`src/include/obi_support_config.svh`:
```
// obi observer sizing: outstanding depth, count and address widths, drain time
`ifndef OBI_SUPPORT_CONFIG_SVH
`define OBI_SUPPORT_CONFIG_SVH

// attribute store depth, also the highest legal outstanding count
`define OBI_MAX_OUTSTANDING 4

// width of the outstanding counter, must hold OBI_MAX_OUTSTANDING
`define OBI_CNT_W 3

// fetch address width on the instruction bus
`define OBI_ADDR_W 32

// idle cycles between testbench runs so the buses empty out
`define OBI_DRAIN_CYCLES 8

`endif

```
`src/logic/obi_bus_pkg.sv`:
```
// obi bus types: observed strobes and the per-request attributes of each bus
`include "obi_support_config.svh"

package obi_bus_pkg;

  // ----------------------------------------
  // handshake as seen on one bus
  // ----------------------------------------
  typedef struct packed {
    logic req;
    logic gnt;
    logic gntpar;
    logic rvalid;
  } obi_strobes_t;

  // ----------------------------------------
  // attributes carried from grant to response
  // ----------------------------------------

  // data bus, one entry per granted load or store
  typedef struct packed {
    logic was_store;
    logic gntpar_err;
  } data_attr_t;

  // instruction bus, one entry per granted fetch
  typedef struct packed {
    logic [`OBI_ADDR_W-1:0] addr;
    logic                   gntpar_err;
  } instr_attr_t;

endpackage

```
`src/logic/obi_monitor_pkg.sv`:
```
// obi observer types: address-phase state and per-bus status
`include "obi_support_config.svh"

package obi_monitor_pkg;

  // address phase of the request on the bus
  // stall means last cycle had req without gnt
  typedef enum logic {
    ADDR_IDLE  = 1'b0,
    ADDR_STALL = 1'b1
  } addr_phase_e;

  // ----------------------------------------
  // status reported for one bus
  // ----------------------------------------
  typedef struct packed {
    logic                  addr_ph_cont;
    logic                  resp_ph_cont;
    logic [`OBI_CNT_W-1:0] v_addr_ph_cnt;
  } obi_status_t;

endpackage

```
`src/logic/obi_phase_monitor.sv`:
```
// obi phase monitor: address-phase state, continuation flags and outstanding count
`timescale 1ns/100ps
`include "obi_support_config.svh"

module obi_phase_monitor
  import obi_bus_pkg::*;
  import obi_monitor_pkg::*;
(
  input  logic         in_support_if,
  input  logic         reset_i,
  input  obi_strobes_t bus_i,
  output obi_status_t  status_o
);

  addr_phase_e           state_q;
  addr_phase_e           state_d;
  logic [`OBI_CNT_W-1:0] cnt_q;
  logic                  grant;
  logic                  resp;

  assign grant = bus_i.req && bus_i.gnt;
  assign resp  = bus_i.rvalid;

  // ----------------------------------------
  // address phase state
  // ----------------------------------------

  // a request held without grant stalls into the next cycle
  always_comb begin
    if (bus_i.req && !bus_i.gnt) begin
      state_d = ADDR_STALL;
    end else begin
      state_d = ADDR_IDLE;
    end
  end

  always_ff @(posedge in_support_if) begin
    if (reset_i) begin
      state_q <= ADDR_IDLE;
    end else begin
      state_q <= state_d;
    end
  end

  // ----------------------------------------
  // outstanding transfers
  // ----------------------------------------

  // grant and response in one cycle cancel out
  always_ff @(posedge in_support_if) begin
    if (reset_i) begin
      cnt_q <= '0;
    end else if (grant && !resp) begin
      cnt_q <= cnt_q + 1'b1;
    end else if (resp && !grant) begin
      cnt_q <= cnt_q - 1'b1;
    end
  end

  assign status_o.addr_ph_cont  = bus_i.req && (state_q == ADDR_STALL);
  assign status_o.resp_ph_cont  = (cnt_q != '0) && !bus_i.rvalid;
  assign status_o.v_addr_ph_cnt = cnt_q;

  // the bus may never run more transfers than the attribute stores hold
  a_cnt_bounded : assert property (
    @(posedge in_support_if) disable iff (reset_i)
    cnt_q <= `OBI_MAX_OUTSTANDING
  );

  // every response must belong to an earlier grant
  a_no_orphan_resp : assert property (
    @(posedge in_support_if) disable iff (reset_i)
    bus_i.rvalid |-> (cnt_q != '0)
  );

endmodule

```
`src/logic/obi_gntpar_tracker.sv`:
```
// grant parity tracker: flags a request whose gntpar matched gnt in its address phase
`timescale 1ns/100ps

module obi_gntpar_tracker
  import obi_bus_pkg::*;
(
  input  logic         in_support_if,
  input  logic         reset_i,
  input  obi_strobes_t bus_i,
  output logic         gntpar_err_o
);

  // error seen in an earlier stalled cycle of the pending request
  logic err_q;
  logic parity_bad;

  // gntpar is the inverse of gnt when healthy
  assign parity_bad = (bus_i.gntpar == bus_i.gnt);

  assign gntpar_err_o = bus_i.req && (parity_bad || err_q);

  // record only lives across stalls, cleared on grant or dropped req
  always_ff @(posedge in_support_if) begin
    if (reset_i) begin
      err_q <= 1'b0;
    end else if (bus_i.req && !bus_i.gnt) begin
      err_q <= gntpar_err_o;
    end else begin
      err_q <= 1'b0;
    end
  end

  // a recorded error implies the request is still held
  a_err_needs_req : assert property (
    @(posedge in_support_if) disable iff (reset_i)
    err_q |-> bus_i.req
  );

endmodule

```
`src/logic/obi_attr_fifo.sv`:
```
// request attribute store: captures attributes at grant, returns them with responses in order
`timescale 1ns/100ps
`include "obi_support_config.svh"

module obi_attr_fifo
  import obi_bus_pkg::*;
#(
  parameter type attr_t = logic
) (
  input  logic         in_support_if,
  input  logic         reset_i,
  input  obi_strobes_t bus_i,
  input  attr_t        attr_i,
  output attr_t        resp_attr_o
);

  localparam int DEPTH = `OBI_MAX_OUTSTANDING;
  localparam int PTR_W = (DEPTH > 1) ? $clog2(DEPTH) : 1;

  attr_t                 mem_q [DEPTH];
  logic [PTR_W-1:0]      wr_ptr_q;
  logic [PTR_W-1:0]      rd_ptr_q;
  logic [`OBI_CNT_W-1:0] fill_q;
  logic                  push;
  logic                  pop;
  logic                  full;
  logic                  empty;

  assign push  = bus_i.req && bus_i.gnt;
  assign pop   = bus_i.rvalid;
  assign full  = (fill_q == `OBI_CNT_W'(DEPTH));
  assign empty = (fill_q == '0);

  // ----------------------------------------
  // storage
  // ----------------------------------------
  always_ff @(posedge in_support_if) begin
    if (push) begin
      mem_q[wr_ptr_q] <= attr_i;
    end
  end

  // ----------------------------------------
  // pointers and fill level
  // ----------------------------------------
  always_ff @(posedge in_support_if) begin
    if (reset_i) begin
      wr_ptr_q <= '0;
      rd_ptr_q <= '0;
      fill_q   <= '0;
    end else begin
      if (push) begin
        wr_ptr_q <= (wr_ptr_q == PTR_W'(DEPTH - 1)) ? '0 : wr_ptr_q + 1'b1;
      end
      if (pop) begin
        rd_ptr_q <= (rd_ptr_q == PTR_W'(DEPTH - 1)) ? '0 : rd_ptr_q + 1'b1;
      end
      if (push && !pop) begin
        fill_q <= fill_q + 1'b1;
      end else if (pop && !push) begin
        fill_q <= fill_q - 1'b1;
      end
    end
  end

  // head entry only shows during a response
  assign resp_attr_o = pop ? mem_q[rd_ptr_q] : '0;

  // bus must not grant beyond the store depth
  a_no_push_full : assert property (
    @(posedge in_support_if) disable iff (reset_i)
    push |-> !full
  );

  // responses must match earlier grants
  a_no_pop_empty : assert property (
    @(posedge in_support_if) disable iff (reset_i)
    pop |-> !empty
  );

endmodule

```
`src/logic/obi_support_top.sv`:
```
// obi support top: phase, parity and attribute observers for the data and instruction buses
`timescale 1ns/100ps
`include "obi_support_config.svh"

module obi_support_top
  import obi_bus_pkg::*;
  import obi_monitor_pkg::*;
(
  input  logic                   in_support_if,
  input  logic                   reset_i,
  input  obi_strobes_t           data_bus_i,
  input  obi_strobes_t           instr_bus_i,
  input  logic                   data_is_store_i,
  input  logic [`OBI_ADDR_W-1:0] instr_addr_i,
  output obi_status_t            data_status_o,
  output obi_status_t            instr_status_o,
  output data_attr_t             data_resp_attr_o,
  output instr_attr_t            instr_resp_attr_o
);

  logic        data_gntpar_err;
  logic        instr_gntpar_err;
  data_attr_t  data_req_attr;
  instr_attr_t instr_req_attr;

  // ----------------------------------------
  // data bus
  // ----------------------------------------
  obi_phase_monitor i_data_phase (
    .in_support_if (in_support_if),
    .reset_i       (reset_i),
    .bus_i         (data_bus_i),
    .status_o      (data_status_o)
  );

  obi_gntpar_tracker i_data_gntpar (
    .in_support_if (in_support_if),
    .reset_i       (reset_i),
    .bus_i         (data_bus_i),
    .gntpar_err_o  (data_gntpar_err)
  );

  assign data_req_attr.was_store  = data_is_store_i;
  assign data_req_attr.gntpar_err = data_gntpar_err;

  obi_attr_fifo #(
    .attr_t (data_attr_t)
  ) i_data_attr (
    .in_support_if (in_support_if),
    .reset_i       (reset_i),
    .bus_i         (data_bus_i),
    .attr_i        (data_req_attr),
    .resp_attr_o   (data_resp_attr_o)
  );

  // ----------------------------------------
  // instruction bus
  // ----------------------------------------
  obi_phase_monitor i_instr_phase (
    .in_support_if (in_support_if),
    .reset_i       (reset_i),
    .bus_i         (instr_bus_i),
    .status_o      (instr_status_o)
  );

  obi_gntpar_tracker i_instr_gntpar (
    .in_support_if (in_support_if),
    .reset_i       (reset_i),
    .bus_i         (instr_bus_i),
    .gntpar_err_o  (instr_gntpar_err)
  );

  // fetch address travels with its parity verdict
  assign instr_req_attr.addr       = instr_addr_i;
  assign instr_req_attr.gntpar_err = instr_gntpar_err;

  obi_attr_fifo #(
    .attr_t (instr_attr_t)
  ) i_instr_attr (
    .in_support_if (in_support_if),
    .reset_i       (reset_i),
    .bus_i         (instr_bus_i),
    .attr_i        (instr_req_attr),
    .resp_attr_o   (instr_resp_attr_o)
  );

endmodule

```
`config.mk`:
```
export PLATFORM = sky130hd
export DESIGN_NAME = obi_support_top
export DESIGN_NICKNAME = d
export VERILOG_FILES = /design/src/logic/obi_bus_pkg.sv /design/src/logic/obi_monitor_pkg.sv /design/src/logic/obi_phase_monitor.sv /design/src/logic/obi_gntpar_tracker.sv /design/src/logic/obi_attr_fifo.sv /design/src/logic/obi_support_top.sv
export VERILOG_INCLUDE_DIRS = /design/src /design/src/include
export SDC_FILE = /design/constraint.sdc
export NUM_CORES = 1
export LEC_CHECK = 0
export ABC_CLOCK_PERIOD_IN_PS = 4600
export BUFFER_PORTS_ARGS = -buffer_cell sky130_fd_sc_hd__buf_4
export CAP_MARGIN = 30
export CORE_MARGIN = 1
export CORE_UTILIZATION = 61
export CTS_CLUSTER_SIZE = 16
export DETAILED_ROUTE_END_ITERATION = 7
export GPL_ROUTABILITY_DRIVEN = 1
export MAX_ROUTING_LAYER = met4
export PLACE_DENSITY = 0.92
export SYNTH_ARGS = -nofsm -noshare
export SYNTH_HDL_FRONTEND = slang
export SYNTH_SLANG_ARGS = --single-unit
```
`constraint.sdc`:
```
create_clock -name in_support_if -period 4.6 [get_ports in_support_if]
set_input_delay 0.23 -clock in_support_if [delete_from_list [all_inputs] [get_ports in_support_if]]
set_output_delay 0.23 -clock in_support_if [all_outputs]
set_load 0.005 [all_outputs]
```
# After elaboration in Yosys (flattened, before gate mapping)
# Memories as Yosys holds them, arrays and structs flattened. A register that Yosys moved wholly into a read port is not among the register bits.
# Cells that the tools add are included.
dict set report word_totals {
  reg_bits 18
  mem_bits_rw 140
  input_bits 43
  out_inout_bits 45
  memories 2
}
dict set report classes {
  addsub 8
  eq_ne 6
  muxes 20
  n_bitwise 2
  n_reduce_logical 28
}
# memory depth width rd rd_clocked_by_memory_dff write_ports line
set memory_table {}
lappend memory_table {i_instr_attr.mem_q 4 33 1 1 1 obi_attr_fifo.sv:20} ;# attr_t mem_q [DEPTH];
lappend memory_table {i_data_attr.mem_q 4 2 1 1 1 obi_attr_fifo.sv:20}
# cell count
set op_table {}
lappend op_table {{33-bit 2-to-1 mux} 1}
lappend op_table {{2-bit 2-to-1 mux} 9}
lappend op_table {{1-bit logical AND} 14}
lappend op_table {{3-bit 2-to-1 mux} 4}
lappend op_table {{2-bit by 1-bit adder with 2-bit output, second input constant} 4}
lappend op_table {{2-bit equality test, second input constant} 4}
lappend op_table {{3-bit by 1-bit adder with 3-bit output, second input constant} 2}
lappend op_table {{1-bit logical NOT} 6}
lappend op_table {{1-bit 2-to-1 mux} 6}
lappend op_table {{3-bit nonzero test} 2}
lappend op_table {{3-bit by 1-bit subtractor with 3-bit output, second input constant} 2}
lappend op_table {{2-bit nonzero test} 2}
lappend op_table {{2-bit OR reduction} 2}
lappend op_table {{1-bit equality test} 2}
lappend op_table {{1-bit logical OR} 2}
lappend op_table {{1-bit NOT} 2}

# Longest topological paths before layout
dict set report depth {
  ltp_word 5
  ltp_mapped 8
  ltp_nobuf 8
}

# Modules after synthesis
# Synthesis repeated with hierarchy kept, for this count alone.
dict set report hier_totals {
  cells_unflattened 368
  hier_area_um2 6408.6
}
# mod instances cells_per_inst area_each_um2
set by_module_without_submodules {}
lappend by_module_without_submodules {{obi_attr_fifo at i_instr_attr} 1 276 5292.6}
lappend by_module_without_submodules {{obi_attr_fifo at i_data_attr} 1 40 600.6}
lappend by_module_without_submodules {obi_phase_monitor 2 21 200.2}
lappend by_module_without_submodules {obi_gntpar_tracker 2 5 57.6}

# Worst setup path before layout
# Ideal clock, no wire load.
dict set report synth_timing {
  kind {reg-to-reg}
  from {register i_instr_attr.wr_ptr_q[0]}
  to {memory i_instr_attr.mem_q[3][0] (netlist name), enable pin}
  setup_time_ps 393
  arrival_ps 1402
  path_slack_ps 2805
  stages_incl_launch_ff 3
  n_path_buf 0
  path_cell_list {dfxtp_1 > ha_1 > and3_1}
}
# element line
set synth_rtl {}
lappend synth_rtl {{from (decl)} obi_attr_fifo.sv:21} ;# logic [PTR_W-1:0] wr_ptr_q;
lappend synth_rtl {{from (signal assigned)} obi_attr_fifo.sv:53} ;# wr_ptr_q <= (wr_ptr_q == PTR_W'(DEPTH - 1)) ? '0 : wr_ptr_q + 1'b1;
lappend synth_rtl {{to (decl)} obi_attr_fifo.sv:20}
# No word-level cell before the write port.

==> out/metrics.cfg <==
[status]
status = finished, final reports clean

[setup_path]
cp_data_arrival_time_ns = 2.58
crit_cells = 4
slowest_delay_ns = 0.70
worstPathMaxFanout = 17
critPathBufInv = 2
required_ns = 4.37
crit_top_cell = buf_4
crit_type = reg2out
crit_family = flip-flops
worst_setup_path_start_kind = flop
end_kind = output pin
r2r_cells = 2
crit_slowest_cell = dfxtp_2
path_cells = buf_4 -> mux4_1 -> and2_1 -> buf_4

[yosys]
syn_avg_cell_area_um2 = 19.1
yosysWarnings = 0
ys_seq_elements = 162
syn-num-nets = 391
yosysSeqAreaShare = 0.728
synthCells = 334
synth_cell_type_count = 25
syn_area_mm2 = 0.00638

[flow_run]
cap_violations = 0

[place]
dp_hpwl_um = 7290
port_buffers = 87
place_area_mm2 = 0.00710
routabilityCongestion = 0.713

[clock_network]
cts_made_buffers = 17
postCtsSetupRepairBufs = 0
cts_root_buf = clkbuf_8
cts_sinks = 162
clk_path_buf_depth = 2
cts_hold_buf = 38
clk_pin_slew_ns = 0.06
ctsResizeCount = 0
clkLatencyLatePin_ns = 0.53
h-tree-depth = 4
tritoncts = built

[cells_and_area]
multi_input_area_mm2 = 0.00159
area_growth_syn_to_layout_pct = 26.6
final_core_util = 0.812
drive_gt1_frac = 0.326
fillerInstances = 484
fin_area_mm2 = 0.00808
nets = 522
antennaDiodeCount = 0
register_area_mm2 = 0.00465

[timing]
setup_tns_ns = 0
relSlewSlack = 0.388
fin_crit_sh = 0.610
max_freq_mhz = 356
setup_viol = 0
rsz0062_at_grt = no
drv_slew = 0
final.min_clock_period_ns = 2.81
clock_skew_ns = 0.00679
hold_viol = 0
worst_slew_pin_slew_ns = 0.918

[global_route]
grt_use_total = 0.263
grt_pass1_wl_um = 19800
overflow = 0
grt_max_degree = 38
antenna_found_initial = 0
grt_pass1_vias = 3716

[hold_path]
min_path_cells = 2
hold_class = in2reg

[power]
ir_drop_mv = 0.319
powerDensity_mw_per_mm2 = 421
leakage_nw = 2.97

[floorplanning]
die_area_mm2 = 0.0109
dieHeight_um = 104
fp.dieW_um = 104
floorplan.rows = 36
io_pins = 88
initial_core_util = 0.641
core_mm2 = 0.00995

[route]
dr.pass1.iters = 4
vias_per_cell = 5.68
vias = 3471
drt_first_iter_violations = 163
wl_per_cell_um = 20.9
postRouteAntennaNets = 0
wl_um = 12800
drc_errors = 0

## path summary, 6_finish.rpt
path                                to                startpoint  slack, ns
max              instr_resp_attr_o[10]                      flop       1.79
min reg2reg        i_data_gntpar.err_q       i_data_gntpar.err_q       0.50
min              i_instr_phase.state_q            instr_bus_i[3]       0.05
max reg2reg  i_instr_attr.mem_q[3][12]  i_instr_attr.wr_ptr_q[0]       2.76
## metrics by stage
| stage | setup slack (ns) | hold slack (ns) | power, W | cells |
|---|---|---|---|---|
| finish | 1.79 | 0.0460 | 0.00340 | 611 |
| global route | 1.60 | 0.0233 | 0.00351 | 611 |
| CTS | 1.71 | 0.0296 | 0.00341 | 611 |
| detailed placement | 2.29 | 0.433 | 0.00199 | 541 |
| global placement | 2.28 | 0.429 | 0.00197 | 541 |
| floorplan | 2.80 | 0.314 | 0.00186 | 334 |
## cell families after synthesis
family,count (synthesis),synth area share
adders and majority gates,14,0.0298
muxes,41,0.135
DFF,162,0.728
AOI/OAI and AO/OA,8,0.00627
buffers and inverters,24,0.0235
xor gates and xnor gates,6,0.00824
and+or+nand+nor,79,0.0696
## power by group
group | internal [W] | switching, W
clock | 0.000835 | 0.000584
sequential | 0.00164 | 0.0000398
combinational | 0.000179 | 0.000124
total | 0.00266 | 0.000748
## flip-flops by register name, summed over array words and instances, names as in the netlist, 2 cells and up, named ones only
register / flops
i_data_attr.mem_q: 8
i_data_attr.rd_ptr_q: 2
i_data_attr.wr_ptr_q: 2
i_data_phase.cnt_q: 3
i_instr_attr.mem_q: 132
i_instr_attr.rd_ptr_q: 2
i_instr_attr.wr_ptr_q: 2
i_instr_phase.cnt_q: 3
## cell usage in the layout (no fill, tap or decap), drive strengths merged
cell type,Yosys,layout
and2,37,37
dfxtp,22,22
ha,12,12
mux2i,6,6
xor2,4,4
nor3b,4,4
dlygate4sd3,0,38
a21oi,6,6
clkinvlp,0,2
buf,7,88
edfxtp,140,140
or3,2,2
nand2,4,4
o21ai,2,2
clkbuf,7,18
nor3,2,2
mux4,35,35
xnor2,2,2
and3,8,8
fa,2,2
inv,10,14
nand3,2,2
nor2,16,16
bufinv,0,3
nor2b,4,4
clkinv,0,5
## cells in the mapped netlist
library cell	instances	area, um2
and2_1	37	231
nor2b_1	4	25.0
mux4_1	3	78.8
o21ai_0	2	10.0
inv_1	10	37.5
nand3_1	2	10.0
a21oi_1	6	30.0
nor2_1	16	60.1
fa_1	2	40.0
edfxtp_1	140	4200
nor3b_1	4	30.0
mux2i_1	6	60.1
nand2_1	4	15.0
or3_1	2	12.5
mux4_2	32	721
buf_6	1	11.3
buf_12	3	60.1
ha_1	12	150
clkbuf_1	7	26.3
and3_1	8	50.1
buf_2	3	15.0
xnor2_1	2	17.5
nor3_1	2	10.0
xor2_1	4	35.0
dfxtp_1	22	440
## area by class of cell
cell class                      instances  share of cell area
Multi-Input combinational cell        148               0.197
Clock inverter                         14              0.0220
Tap cell                              133              0.0206
Inverter                               10             0.00465
Timing Repair Buffer                  126               0.129
Clock buffer                           18              0.0517
Sequential cell                       162               0.575
## routing by layer
metal | track usage | vias up | part of all wire
met5 | - | - | 0
met4 | 0.105 | 0 | 0.023
met3 | 0.0689 | 25 | 0.051
met2 | 0.452 | 139 | 0.55
met1 | 0.293 | 1759 | 0.38
li1 | - | 1548 | -
No activity file was read; power rests on OpenSTA's default activity.
